===== src/rtl/mbu_pkg.sv =====
package mbu_pkg;

   ////////////////////
   // Sizes and constants
   ////////////////////

   // Eight bank registers. 0 is MBP, 1 is MBD, 2 is MBS and 3 to 7 are general
   localparam int MBU_REGS = 8;

   // Width of a bank register index
   localparam int IDX_W = $clog2(MBU_REGS);

   // I/O window of the unit, 0x08 to 0x0F
   // Only the upper five address bits take part in the decode
   localparam logic [7:0] IO_BASE = 8'h08;

   // Extended address shown while the unit is still disabled
   localparam logic [7:0] AEXT_RAM_BOOT = 8'h00;
   localparam logic [7:0] AEXT_ROM_BOOT = 8'h80;

   ////////////////////
   // Micro-addresses
   ////////////////////

   // Write micro-addresses the unit decodes
   // The four address-register loads share the upper three bits 001,
   // so the low two bits pick MBP, MBD, MBS or the indexed bank
   typedef enum logic [4:0] {
      WA_AR_MBP    = 5'd4,
      WA_AR_MBD    = 5'd5,
      WA_AR_MBS    = 5'd6,
      WA_AR_IDX    = 5'd7,
      WA_MBP       = 5'd12,
      WA_MBP_FLAGS = 5'd13
   } cu_waddr_e;

   // Read micro-address that puts MBP on the internal bus
   typedef enum logic [4:0] {
      RA_MBP_FLAGS = 5'd13
   } cu_raddr_e;

   ////////////////////
   // Control encodings
   ////////////////////

   // Source of the read index, and so of aext
   typedef enum logic [1:0] {
      RD_MBP,
      RD_INDEX,
      RD_BUS
   } rd_src_e;

   // Source of the data written into the register file
   typedef enum logic [1:0] {
      WR_NONE,
      WR_CU,
      WR_BUS
   } wr_src_e;

   // Wishbone slave state
   typedef enum logic {
      ST_IDLE,
      ST_ACK
   } ack_state_e;

   ////////////////////
   // Bundles
   ////////////////////

   // Micro-operation request from the control unit
   // The address fields are plain vectors since any other code may show up
   typedef struct packed {
      logic       strobe;
      logic [4:0] raddr;
      logic [4:0] waddr;
      logic [2:0] ir;
      logic       ir_idx;
   } cu_req_t;

   // Wishbone classic master signals
   typedef struct packed {
      logic       cyc;
      logic       stb;
      logic       we;
      logic [7:0] adr;
      logic [7:0] dat;
   } wb_req_t;

   // Decisions passed from the control module to the datapath
   typedef struct packed {
      rd_src_e rd_src;
      wr_src_e wr_src;
      logic    enabled;
      logic    idx_armed;
      logic    capture;
   } mbu_ctl_t;

endpackage


===== src/rtl/mbu_ctrl.sv =====
module mbu_ctrl
   import mbu_pkg::*;
(
   input  logic     clk,
   input  logic     rst_n,
   input  cu_req_t  cu,
   input  wb_req_t  wb,
   output mbu_ctl_t ctl,
   output logic     ar_load,
   output logic     ibus_oe,
   output logic     wb_ack,
   output logic     wb_err
);

   ack_state_e state;
   ack_state_e state_nxt;

   // Enable flag and the auto-index request from the last strobe
   logic enabled;
   logic idx_armed;

   logic cu_rmbp;
   logic cu_ar;
   logic cu_wmbp;
   logic wb_req;
   logic wb_hit;
   logic bus_read;
   logic stall;
   logic done;
   logic commit;

   ////////////////////
   // Micro-op decode
   ////////////////////

   // Read MBP onto the internal bus
   assign cu_rmbp = cu.strobe && (cu.raddr == RA_MBP_FLAGS);

   // Load the address register from one of the banks
   assign cu_ar = cu.strobe &&
                  (cu.waddr inside {WA_AR_MBP, WA_AR_MBD, WA_AR_MBS, WA_AR_IDX});

   // Write MBP from the internal bus
   assign cu_wmbp = cu.strobe && (cu.waddr inside {WA_MBP, WA_MBP_FLAGS});

   // The bus driver is only enabled for the read-MBP micro-op
   assign ibus_oe = cu_rmbp;

   // A read of MBP owns the read port, so it hides an AR load in the same cycle
   assign ar_load = cu_ar && !cu_rmbp;

   ////////////////////
   // Wishbone decode
   ////////////////////

   assign wb_req = wb.cyc && wb.stb;

   // Upper five bits select the eight-byte I/O window
   assign wb_hit = (wb.adr[7:3] == IO_BASE[7:3]);

   // A read to the window being served in this cycle
   assign bus_read = (state == ST_ACK) && wb_req && wb_hit && !wb.we;

   // Control-unit micro-ops win over the bus
   // A CU write blocks any access, and a CU read blocks a bus read
   // because both need the single read port
   assign stall = cu_wmbp || (bus_read && (cu_rmbp || cu_ar));

   // The access finishes in this cycle and its response shows up next cycle
   assign done = (state == ST_ACK) && wb_req && !stall;

   // Bus write that lands in the register file at the end of this cycle
   assign commit = done && wb_hit && wb.we;

   ////////////////////
   // Datapath control
   ////////////////////

   always_comb begin
      // At rest aext follows MBP
      ctl.rd_src = RD_MBP;
      if (cu_rmbp) begin
         ctl.rd_src = RD_MBP;
      end else if (cu_ar) begin
         ctl.rd_src = RD_INDEX;
      end else if (bus_read) begin
         ctl.rd_src = RD_BUS;
      end

      // The stall keeps a bus write away from a CU write in the same cycle
      ctl.wr_src = WR_NONE;
      if (cu_wmbp) begin
         ctl.wr_src = WR_CU;
      end else if (commit) begin
         ctl.wr_src = WR_BUS;
      end

      ctl.enabled   = enabled;
      ctl.idx_armed = idx_armed;

      // Sample aext for the bus only on a read that is about to be acknowledged
      ctl.capture = done && wb_hit && !wb.we;
   end

   ////////////////////
   // Ack state machine
   ////////////////////

   always_comb begin
      state_nxt = state;
      case (state)
         ST_IDLE: begin
            // While ack or err is out the master still holds stb for this cycle
            if (wb_req && !wb_ack && !wb_err) begin
               state_nxt = ST_ACK;
            end
         end
         ST_ACK: begin
            // Stay here while stalled, and give up if the master aborts
            if (!wb_req || !stall) begin
               state_nxt = ST_IDLE;
            end
         end
         default: begin
            state_nxt = ST_IDLE;
         end
      endcase
   end

   always_ff @(posedge clk) begin
      if (!rst_n) begin
         state     <= ST_IDLE;
         wb_ack    <= 1'b0;
         wb_err    <= 1'b0;
         enabled   <= 1'b0;
         idx_armed <= 1'b0;
      end else begin
         state  <= state_nxt;
         wb_ack <= done && wb_hit;
         wb_err <= done && !wb_hit;
         // Once on the unit stays on until the next reset
         if (commit) begin
            enabled <= 1'b1;
         end
         // Every strobe rewrites the auto-index request
         if (cu.strobe) begin
            idx_armed <= cu.ir_idx;
         end
      end
   end

endmodule


===== src/rtl/mbu_addr_sel.sv =====
module mbu_addr_sel
   import mbu_pkg::*;
(
   input  mbu_ctl_t         ctl,
   input  cu_req_t          cu,
   input  logic [7:0]       wb_adr,
   output logic [IDX_W-1:0] rd_idx,
   output logic [IDX_W-1:0] wr_idx
);

   // Output of the first read mux stage
   logic [IDX_W-1:0] ar_idx;

   // Auto-indexing is only taken on the indexed AR load
   logic use_ir;

   ////////////////////
   // Read index
   ////////////////////

   assign use_ir = ctl.idx_armed && (cu.waddr == WA_AR_IDX);

   // First stage picks IR or the low two bits of the write micro-address
   // An unarmed WA_AR_IDX therefore falls on register 3
   always_comb begin
      if (use_ir) begin
         ar_idx = cu.ir;
      end else begin
         ar_idx = {1'b0, cu.waddr[1:0]};
      end
   end

   // Second stage picks between AR indexing, MBP and the bus address
   always_comb begin
      case (ctl.rd_src)
         RD_INDEX: rd_idx = ar_idx;
         RD_BUS:   rd_idx = wb_adr[IDX_W-1:0];
         default:  rd_idx = '0;
      endcase
   end

   ////////////////////
   // Write index
   ////////////////////

   // CU writes always go to MBP, bus writes use the low address bits
   always_comb begin
      case (ctl.wr_src)
         WR_BUS:  wr_idx = wb_adr[IDX_W-1:0];
         default: wr_idx = '0;
      endcase
   end

endmodule


===== src/rtl/mbu_bank_regs.sv =====
module mbu_bank_regs
   import mbu_pkg::*;
(
   input  logic             clk,
   input  logic             rst_n,
   input  mbu_ctl_t         ctl,
   input  logic [IDX_W-1:0] rd_idx,
   input  logic [IDX_W-1:0] wr_idx,
   input  logic [7:0]       ibus_in,
   input  logic [7:0]       wb_dat,
   input  logic             rom_boot,
   output logic [7:0]       aext,
   output logic [7:0]       ibus_out,
   output logic [7:0]       wb_dat_r
);

   // The bank register file
   logic [7:0] regs [MBU_REGS];

   // Data selected for the write port
   logic [7:0] wr_data;

   ////////////////////
   // Write port
   ////////////////////

   assign wr_data = (ctl.wr_src == WR_BUS) ? wb_dat : ibus_in;

   // The bank registers start out cleared after reset
   always_ff @(posedge clk) begin
      if (!rst_n) begin
         for (int i = 0; i < MBU_REGS; i++) begin
            regs[i] <= 8'h00;
         end
      end else if (ctl.wr_src != WR_NONE) begin
         regs[wr_idx] <= wr_data;
      end
   end

   ////////////////////
   // Read port
   ////////////////////

   // Until the first bus write the bank comes from the front panel switch
   always_comb begin
      if (ctl.enabled) begin
         aext = regs[rd_idx];
      end else if (rom_boot) begin
         aext = AEXT_ROM_BOOT;
      end else begin
         aext = AEXT_RAM_BOOT;
      end
   end

   // The internal bus sees the same value, qualified by ibus_oe
   assign ibus_out = aext;

   // Hold the read data for the cycle in which ack is raised
   always_ff @(posedge clk) begin
      if (ctl.capture) begin
         wb_dat_r <= aext;
      end
   end

endmodule


===== src/rtl/mbu_top.sv =====
module mbu_top
   import mbu_pkg::*;
(
   input  logic       clk,
   input  logic       rst_n,
   // Control unit side
   input  cu_req_t    cu,
   input  logic [7:0] ibus_in,
   output logic [7:0] ibus_out,
   output logic       ibus_oe,
   output logic       ar_load,
   // Programmed I/O over Wishbone
   input  wb_req_t    wb,
   output logic [7:0] wb_dat_r,
   output logic       wb_ack,
   output logic       wb_err,
   // Front panel and memory side
   input  logic       rom_boot,
   output logic [7:0] aext
);

   mbu_ctl_t         ctl;
   logic [IDX_W-1:0] rd_idx;
   logic [IDX_W-1:0] wr_idx;

   ////////////////////
   // Control
   ////////////////////

   // Decodes both masters and arbitrates the register file
   mbu_ctrl u_ctrl (
      .clk     (clk),
      .rst_n   (rst_n),
      .cu      (cu),
      .wb      (wb),
      .ctl     (ctl),
      .ar_load (ar_load),
      .ibus_oe (ibus_oe),
      .wb_ack  (wb_ack),
      .wb_err  (wb_err)
   );

   ////////////////////
   // Datapath
   ////////////////////

   // Index multiplexers for the read and write ports
   mbu_addr_sel u_addr_sel (
      .ctl    (ctl),
      .cu     (cu),
      .wb_adr (wb.adr),
      .rd_idx (rd_idx),
      .wr_idx (wr_idx)
   );

   // Register file with the aext output stage
   mbu_bank_regs u_bank_regs (
      .clk      (clk),
      .rst_n    (rst_n),
      .ctl      (ctl),
      .rd_idx   (rd_idx),
      .wr_idx   (wr_idx),
      .ibus_in  (ibus_in),
      .wb_dat   (wb.dat),
      .rom_boot (rom_boot),
      .aext     (aext),
      .ibus_out (ibus_out),
      .wb_dat_r (wb_dat_r)
   );

endmodule


===== config.mk =====
export PLATFORM = sky130hd
export DESIGN_NAME = mbu_top
export DESIGN_NICKNAME = d
export VERILOG_FILES = /design/src/rtl/mbu_pkg.sv /design/src/rtl/mbu_ctrl.sv /design/src/rtl/mbu_addr_sel.sv /design/src/rtl/mbu_bank_regs.sv /design/src/rtl/mbu_top.sv
export SDC_FILE = /design/constraint.sdc
export NUM_CORES = 1
export LEC_CHECK = 0
export ABC_CLOCK_PERIOD_IN_PS = 2950
export BUFFER_PORTS_ARGS = -buffer_cell sky130_fd_sc_hd__buf_2
export CORE_MARGIN = 2
export CORE_UTILIZATION = 45
export DETAILED_ROUTE_END_ITERATION = 7
export PLACE_DENSITY = 0.7
export RECOVER_POWER = 100
export SETUP_SLACK_MARGIN = 0.1
export SYNTH_ARGS = -nofsm -noshare
export SYNTH_HDL_FRONTEND = slang
export SYNTH_HIERARCHICAL = 1
export SYNTH_SLANG_ARGS = --single-unit

===== constraint.sdc =====
create_clock -name clk -period 2.95 [get_ports clk]
set_clock_uncertainty 0.05 [all_clocks]
set_input_delay 0.295 -clock clk [delete_from_list [all_inputs] [get_ports clk]]
set_output_delay 0.295 -clock clk [all_outputs]
set_load 0.05 [all_outputs]

# Word level (Yosys, flattened, before mapping)
# Memory sizes are Yosys's and may differ from the RTL's.
# Index checks and enable logic that the tools add are counted.
[totals]
mem_bits_rw = 64
regBits = 13
memories = 1
in_bits = 45
[memory_table]
columns = ["memory", "words", "width", "read_ports", "rd_clocked_by_memory_dff", "wr", "line_no", "text"]
rows = [
  ["u_bank_regs.regs", 8, 8, 1, 0, 8, "mbu_bank_regs.sv:18", "logic [7:0] regs [MBU_REGS];"],
]
[op_classes]
n_bitwise = 1
mux = 21
eq_ne = 11
n_reduce_logical = 31
[ops]
columns = ["operator", "count"]
rows = [
  ["two-way mux 8 bit", 4],
  ["equality test 5 x 3 -> 1 bit (second input constant)", 4],
  ["logical AND 1 bit", 17],
  ["equality test 5 x 4 -> 1 bit (second input constant)", 3],
  ["two-way mux 2 bit", 5],
  ["two-way mux 3 bit", 3],
  ["OR reduction 8 bit", 1],
  ["logical NOT 1 bit", 7],
  ["two-way mux 1 bit", 7],
  ["one-hot mux 3 bit (2 select lines)", 1],
  ["equality test 5 x 1 -> 1 bit (second input constant)", 1],
  ["equality test 2 bit (second input constant)", 2],
  ["nonzero test 2 bit", 2],
  ["nonzero test 4 bit", 1],
  ["logical OR 1 bit", 3],
  ["equality test 2 x 1 -> 1 bit (second input constant)", 1],
  ["one-hot mux 1 bit (2 select lines)", 1],
  ["inverter 1 bit", 1],
]

# Logic depth before layout (Yosys ltp)
# Gate-level depths: netlist of the first run.
[logic_depth]
word_depth = 18
mapped_depth = 14
depth_no_buf = 11

# Cells and area by module
# The synthesis of the first run kept the hierarchy.
[by_module_without_submodules]
columns = ["mod", "cells_each", "area_each_um2", "instances"]
rows = [
  ["mbu_bank_regs", 217, 3275.6, 1],
  ["mbu_ctrl", 39, 324.1, 1],
  ["mbu_addr_sel", 19, 145.1, 1],
]

# Worst setup path after synthesis of the first run
# Ideal clock, no wire load.
[synth_path]
path_kind = "input to output"
start = "in cu[13] (netlist name)"
end = "out ibus_out[7]"
t_arrival_ns = 5.180
n_path_buf = 4
slack_ns = -2.575
cell_stages = 14
path_cell_list = "nand4b_1 > nor3_1 > nor2_1 > buf_4 > inv_1 > ha_1 > a21oi_1 > a311oi_1 > buf_6 > buf_12 > mux2i_1 > mux4_2 > mux2i_1 > buf_4"
[synth_rtl]
columns = ["item", "line_no", "text"]
rows = [
  ["start, declared", "mbu_top.sv:7", "input cu_req_t cu,"],
  ["end, declared", "mbu_top.sv:9", "output logic [7:0] ibus_out,"],
]

# Final worst setup path of the first run
[layout_path]
start = "in cu[8] (netlist name)"
end = "out aext[1]"
[layout_between]
elab_chain_len = 9
[layout_rtl]
columns = ["item", "line_no", "text"]
rows = [
  ["equality test 5 x 3 -> 1 bit (on tied branches)", "mbu_ctrl.sv:41, mbu_addr_sel.sv:21", ""],
  ["nonzero test 4 bit", "mbu_ctrl.sv:41", "(cu.waddr inside {WA_AR_MBP, WA_AR_MBD, WA_AR_MBS, WA_AR_IDX});"],
  ["logical AND 1 bit", "mbu_ctrl.sv:40", "assign cu_ar = cu.strobe &&"],
  ["two-way mux 2 bit", "mbu_ctrl.sv:84", "end else if (cu_ar) begin"],
  ["two-way mux 2 bit", "mbu_ctrl.sv:82", "if (cu_rmbp) begin"],
  ["equality test 2 bit / equality test 2 x 1 -> 1 bit (equally long branches)", "mbu_addr_sel.sv:35", "case (ctl.rd_src)"],
  ["one-hot mux 3 bit (2 select lines) *", "mbu_addr_sel.sv:35", ""],
  ["named net rd_idx[0]", "mbu_top.sv:23", "logic [IDX_W-1:0] rd_idx;"],
  ["memory (8 x 8 bit) *", "-", ""],
  ["two-way mux 8 bit *", "mbu_bank_regs.sv:46", "if (ctl.enabled) begin"],
  ["end, declared", "mbu_top.sv:19", "output logic [7:0] aext"],
]
# Mark *: on every way through the listed nets, which the timed path passes. The rest lies on a longest branch.

==> metrics.md, run 1 <==
| Metric | Value |
|---|---|
| Failing checks | setup timing |
| Min-Delay Path Class | in2reg |
| Syn Nets | between 300 and 400 |
| Crit path top cell by count | buf_4 |
| CP bufs+invs | 7 |
| Die height | approximately 95 µm |
| GRT Total Usage | 22.9% |
| # setup viols final | 16 |
| ANT nets after route | 0 |
| Top Family by Delay on Critical Path | buffers and inverters |
| Core Rows | 33 |
| I/O pin cnt | 73 |
| Setup_tns | -5.87 ns |
| Yosys top cell area share | roughly 58% |
| Crit Path Max Fanout | 5 |
| Cell taking the most area after synthesis | edfxtp_1 |
| Levels on crit path | 14 |
| Core area | slightly above 8000 µm² |
| Die area | approximately 9100 µm² |
| Synth Flop Type | edfxtp_1 |
| Routed via count | a little under 3,000 |
| Worst slew pin tran | about 0.46 ns |
| Seq cells post-synth | 77 |
| Pwr/cell area | 401 nW/µm² |
| Max VDD drop | ~250 µV |
| Final GP Congestion | 0.826 |
| Synth Warn # | 6 |
| Startpoint Class | input port |
| HPWL after DPL | about 6.4 mm |
| R2R setup slack | approximately 0.21 ns |
| Max Cap Viol | 0 |
| Slowest cell on crit path | mux4_2 |
| Top-count cell post-synth | edfxtp_1 |
| Global-route wire length before repair | around 15 mm |
| Post-synth top cells | edfxtp_1 (72), nor2_1 (68), mux2i_1 (21) |
| Cells on worst reg2reg path | 10 |
| Final Hold Vio Count | 0 |
| Data arrival, critical path | between 3 and 4 ns |
| Hold_ws | ~0.17 ns |
| Crit-path cells | buf_2 > nand4bb_1 > buf_4 > nor2_4 > inv_4 > ha_4 > a311oi_2 > buf_4 > buf_12 > buf_4 > mux4_2 > mux2i_4 > nor2b_4 > buf_6 |
| Buffers on Ports | 72 |
| FILL cells | between 500 and 600 |
| Synthesized area | about 3700 µm² |
| Asr flop ratio synth | 0% |
| Status | finished with violations |
| Leak | 0.00201 µW |
| Fin crit period | 3.39 ns |
| Setup WS post-layout | -0.439 ns |
| Clock buffer count from CTS | 9 |
| Vias in the first global route | between 2,000 and 3,000 |
| Clk buf depth | 2 |
| Final Max Slew Viols | 0 |
| Area contributors post-synth | edfxtp_1 (58%), mux4_1 (9.8%), nor2_1 (6.8%) |
| Hold buffer count at cts | 0 |
| # DRC | 0 |
| Pin count of the biggest net entering global routing | 20 |
| F_max | approximately 300 MHz |
| CTS tree | yes |
| CP Capture Type | output pin |
| Worst setup path class | in2out |
| Drt pass-1 iters | 4 |
| Sequential fraction of the synthesis area | around three fifths |
| Period utilization | 115% |
| Synth Instances | 275 |
| Root Buffer | clkbuf_8 |
| Clk sinks | a little under 80 |
| Layout cells sized above 1 | roughly 53% |
| Area growth, synth to finish | 40.1% |
| Post-synth EDFFs | between 70 and 80 |
| RSZ-0062 raised after global routing | yes |
| Initial core utilization | 46.0% |
| Critical Path RT | around 2.6 ns |
| Number of inserted diodes | 0 |
| Clock Pin Slew Worst Setup and Hold Paths | ~0.080 ns |
| Vias per std cell | about 5.6 |
| Initial antenna violation count | 0 |
| Distinct cells, synth | between 40 and 50 |
| Global route overflow | 0 |
| Die width | between 90 and 100 µm |
| Slew HR | around 70% |
| H-Tree Depth | 3 |
| Fin nets | 451 |
| Initial drt markers | between 200 and 300 |
| Slowest cell delay on critical path | roughly 0.53 ns |
| Average size of a mapped cell | between 10 and 15 µm² |
| Worst skew pair latency | around 0.34 ns |
| WL final | roughly 11 mm |
| WHS Path Cells | 3 |
| Routed WL per cell | approximately 21 µm |
cells in the final DEF (no fill, tap or decap), drive strengths merged, types with 2 or more instances in the layout:
| cell type | netlist | routed |
|---|---|---|
| buf | 16 | 139 |
| edfxtp | 72 | 72 |
| nor2 | 68 | 68 |
| mux2i | 21 | 21 |
| mux4 | 15 | 15 |
| nand2 | 14 | 14 |
| nor2b | 11 | 11 |
| clkbuf | 5 | 9 |
| inv | 5 | 6 |
| dfxtp | 5 | 5 |
| clkinv | 0 | 4 |
| nand4b | 3 | 3 |
| and2 | 3 | 3 |
| nor3 | 3 | 3 |
| nand3 | 3 | 3 |
| clkinvlp | 0 | 2 |
| a311oi | 2 | 2 |
| and3b | 2 | 2 |
| ha | 2 | 2 |
| nand4 | 2 | 2 |
| o31a | 2 | 2 |
| a21oi | 2 | 2 |
| a22oi | 2 | 2 |
| o21a | 2 | 2 |
worst paths after layout:
path	start	end
max	cu[8]	aext[1]
min	cu[0]	u_ctrl/idx_armed$_SDFFE_PN0P_
max reg2reg	u_ctrl/state$_SDFF_PN0_	u_bank_regs/wb_dat_r[3]$_DFFE_PP_
min reg2reg	u_ctrl/idx_armed$_SDFFE_PN0P_	u_ctrl/idx_armed$_SDFFE_PN0P_
what timing repair did:
action,in CTS,in global routing
endpoints found under the hold margin,0,0
endpoints found under the setup margin,23,152
pin swaps,1,4
cloned,3,0
setup buffers,16,10
resized for setup,82,30
worst min-delay path, stage by stage:
cell and delay [ns]:
buf_2 0.08, mux2i_1 0.06, nor2b_1 0.09
layout make-up:
cell class	instances	area, µm²	area share [%]
sequential	77	2260	43.1
multi-input combinational	172	1570	30.0
timing repair buffer	139	1090	20.8
tap	105	131	2.50
clock buffer	9	124	2.36
clock inverter	7	41.3	0.787
inverter	5	21.3	0.406
metal layers:
metal / track usage, % / wire (µm) / up-vias
met4: 10.1 / 326 / 0
met2: 39.0 / 5450 / 164
met5: 0 / 0 / -
met1: 27.9 / 4070 / 1426
met3: 5.14 / 862 / 28
li1: - / - / 1267
per-stage QoR:
| stage | util [%] | cells | instance area, µm² | power, µW | setup slack, ns |
|---|---|---|---|---|---|
| global route | 64.5 | 514 | 5250 | 2170 | -0.555 |
| floorplan | - | 275 | 3880 | 1320 | -0.862 |
| global placement | 55.9 | 474 | 4550 | 1400 | -0.560 |
| finish | 64.5 | 514 | 5250 | 2100 | -0.439 |
| CTS | 62.7 | 509 | 5100 | 2090 | -0.404 |
| detailed placement | 55.9 | 474 | 4550 | 1410 | -0.604 |
sequential cells by signal, indices dropped and copies added (netlist names):
name                  cells
u_ctrl/wb_err             1
u_bank_regs/wb_dat_r      8
u_ctrl/wb_ack             1
u_ctrl/idx_armed          1
u_bank_regs/regs         64
u_ctrl/state              1
u_ctrl/enabled            1
where the power goes:
| group | internal, µW | leakage (µW) | switching (µW) |
|---|---|---|---|
| clock network | 299 | 0.0000805 | 383 |
| logic | 84.1 | 0.00115 | 100 |
| registers | 1220 | 0.000783 | 15.3 |
| total | 1610 | 0.00201 | 498 |
kinds of logic (layout without fill, tap and decap cells):
kind of cell | count (synthesis) | after routing | synth area share (%)
AND/OR/NAND/NOR | 121 | 121 | 15.7
flip-flops | 77 | 77 | 60.4
multiplexers | 36 | 36 | 16.0
buffers and inverters | 26 | 160 | 4.51
AO/OA/AOI/OAI | 13 | 13 | 2.67
adder cells (fa/ha/maj) | 2 | 2 | 0.668
Note: power is estimated with default switching activity, not from simulation.
==> run 2: changes to the inputs <==
--- a/config.mk
+++ b/config.mk
@@ -8,9 +8,9 @@
 export ABC_CLOCK_PERIOD_IN_PS = 2950
 export BUFFER_PORTS_ARGS = -buffer_cell sky130_fd_sc_hd__buf_2
 export CORE_MARGIN = 2
-export CORE_UTILIZATION = 45
+export CORE_UTILIZATION = 40
 export DETAILED_ROUTE_END_ITERATION = 7
-export PLACE_DENSITY = 0.7
+export PLACE_DENSITY = 0.63
 export RECOVER_POWER = 100
 export SETUP_SLACK_MARGIN = 0.1
 export SYNTH_ARGS = -nofsm -noshare
==> run 2 against run 1 <==
Effect of this change: the flow still finishes with violations (setup timing); final cell count fell by 1.9%; critical path depth rose by 2; maximum frequency fell by 0.94%; global-route usage fell by 3.9 points; setup slack got worse by 0.032 ns; sequential power barely moved; die area rose by 12%; core utilization fell by 10 points; sequential share of layout area rose by 2.4 points; critical path type unchanged; critical endpoint is now ibus_out[5]; largest cell class unchanged; largest power group unchanged; highest routed layer unchanged.
==> metrics.md, run 2 (synthesis results as in run 1) <==
| Metric | Value |
|---|---|
| Status | finished with violations |
| Failing checks | setup timing |
| Top Family by Delay on Critical Path | multiplexers |
| Final GP Congestion | 0.826 (unchanged) |
| Initial antenna violation count | 0 (unchanged) |
| Global route overflow | 0 (unchanged) |
| Clock Pin Slew Worst Setup and Hold Paths | 0.07 ns (about the same) |
| Crit Path Max Fanout | 4 (-1) |
| Buffers on Ports | 72 (unchanged) |
| Commonest non-fill, non-tap cell in the layout | edfxtp_1 |
| Hold_ws | 0.130 ns (-0.0365 ns) |
| Final Total Pwr | 2170 µW (+3.0%) |
| Worst skew pair latency | 0.35 ns (about the same) |
| CTS tree | yes |
| GRT Total Usage | 19.0% (-3.9 points) |
| Post-route insts no fill | 504 (-1.9%) |
| Drt pass-1 iters | 4 (unchanged) |
| Final Max Slew Viols | 0 (unchanged) |
| Pin count of the biggest net entering global routing | 20 (unchanged) |
| Slowest cell delay on critical path | 0.50 ns (-0.03 ns) |
| Leak | 0.00184 µW (-8.4%) |
| Hold buffer count at cts | 0 (unchanged) |
| H-Tree Depth | 3 (unchanged) |
| I/O pin cnt | 73 (unchanged) |
| Worst slew pin tran | 1.00 ns (+0.538 ns) |
| Fin crit period | 3.42 ns (+0.0323 ns) |
| HPWL after DPL | 6.13 mm (-3.5%) |
| Fin area | 4960 µm² (-5.3%) |
| CP bufs+invs | 6 (-1) |
| Root Buffer | clkbuf_8 |
| Most flops, register | u_bank_regs/regs |
| Vias per std cell | 5.23 (-6.8%) |
| Number of flip-flops in the largest register | 64 (unchanged) |
| Clock buffer count from CTS | 9 (unchanged) |
| Number of inserted diodes | 0 (unchanged) |
| Setup WS post-layout | -0.471 ns (-0.0323 ns) |
| Worst setup path class | in2out |
| Min-Delay Path Class | in2reg |
| Area growth, synth to finish | 32.6% |
| Most frequent cells in the layout | edfxtp_1 (72), nor2_1 (66), buf_2 (39) |
| RSZ-0062 raised after global routing | yes |
| Clk sinks | 77 (unchanged) |
| Area after DPL | 4550 µm² (+0.17%) |
| ANT nets after route | 0 (unchanged) |
| Initial drt markers | 143 (-49%) |
| Placed Cells | 480 (+1.3%) |
| Final Hold Vio Count | 0 (unchanged) |
| Startpoint Class | input port |
| Routed WL per cell | 17.9 µm (-14%) |
| Slowest cell on crit path | mux4_2 |
| Die area | 10,200 µm² (+12%) |
| Global-route wire length before repair | 14.0 mm (-6.9%) |
| Setup_tns | -6.83 ns (-0.964 ns) |
| Crit-path cells | buf_6 > nand4b_1 > o31a_1 > nand3b_1 > nor2_2 > inv_1 > ha_2 > a22oi_2 > a311oi_2 > buf_4 > buf_6 > buf_16 > mux4_2 > mux2i_1 > nor2b_4 > buf_6 |
| Core Rows | 35 (+6.1%) |
| Vias in the first global route | 2,644 (-7.0%) |
| # setup viols final | 16 (unchanged) |
| Initial core utilization | 40.9% (-5.1 points) |
| Fin nets | 435 (-3.5%) |
| Die height | 101 µm (+5.8%) |
| # DRC | 0 (unchanged) |
| Clk buf depth | 2 (unchanged) |
| Period utilization | 116% (+1.1 points) |
| Max VDD drop | 205 µV (-17%) |
| Critical Path RT | 2.61 ns (about the same) |
| Slew HR | 33.1% (-36 points) |
| Layout cells sized above 1 | 40.7% (-13 points) |
| Max Cap Viol | 0 (unchanged) |
| WL final | 9.02 mm (-16%) |
| Data arrival, critical path | 3.08 ns (+0.04 ns) |
| Pwr/cell area | 436 nW/µm² (+8.8%) |
| Die width | 101 µm (+5.8%) |
| CP Capture Type | output pin |
| F_max | 292 MHz (-0.94%) |
| Crit path top cell by count | buf_6 |
| Routed via count | 2,636 (-8.6%) |
| Top Registers | u_bank_regs/regs: 64 flops, u_bank_regs/wb_dat_r: 8 flops |
| Core area | 9150 µm² (+13%) |
[run 2: changes by cell type in the layout (fill, tap and decap cells not counted), moves of 7 or more]
cell / before / now
clkbuf_1: 0 / 19
buf_4: 57 / 28
clkbuf_2: 0 / 8
buf_2: 52 / 39
nand2_1: 7 / 14
mux2i_1: 10 / 17
[run 2: layout make-up]
| class | instances | area [µm²] |
|---|---|---|
| clock inverters | 6 | 61.3 |
| inverters | 5 | 21.3 |
| fillers | 791 | 4190 |
| well taps | 111 | 139 |
| repair buffers | 123 | 901 |
| clock buffers | 10 | 128 |
| flip-flops and latches | 77 | 2260 |
| multi-input cells | 172 | 1450 |
[run 2: routing by layer]
metal	wire, µm	up-vias	global-route usage [%]	share of wire, %
met1	4010	1287	24.4	44
met2	4320	102	31.6	48
met3	510	14	3.05	5.7
met4	183	0	8.64	2.0
li1	-	1233	-	-
met5	0	-	0	0
[run 2: stage by stage]
stage	utilization, %	worst slack, ns
floorplan	-	-0.862
global placement	49.7	-0.536
detailed placement	49.7	-0.617
CTS	54.5	-0.504
global route	54.2	-0.574
finish	54.2	-0.471
[run 2: path summary, 6_finish.rpt]
kind                                                          end  slack [ns]  depth (start not counted)                          start
worst max-delay path                                  ibus_out[5]       -0.47                         16                         cu[13]
worst min-delay path                      u_ctrl/state$_SDFF_PN0_        0.13                          3                         wb[17]
worst max register to register  u_bank_regs/wb_dat_r[6]$_DFFE_PP_        0.28                         11        u_ctrl/state$_SDFF_PN0_
worst min register to register      u_ctrl/idx_armed$_SDFFE_PN0P_        0.48                          2  u_ctrl/idx_armed$_SDFFE_PN0P_
[run 2: report_power, final]
group	internal (µW)	switching, µW
logic	70.3	90.0
registers	1220	11.7
clock network	389	383
[run 2: worst reg2reg max path, cell delays in order, from the launching register on]
cell      delay [ns]
dfxtp_1         0.33
nand3_1         0.11
nor2_2          0.18
ha_4            0.23
a311oi_2        0.23
buf_4           0.15
buf_6           0.13
buf_12          0.13
mux4_2          0.54
mux2i_4         0.18
nor2b_4         0.07
buf_6           0.11
[run 2: repair_timing]
action	in CTS	in global routing
setup endpoints to repair	23	24
cloned	3	0
resized for setup	67	11
pin swaps	6	4
buffers inserted	5	1
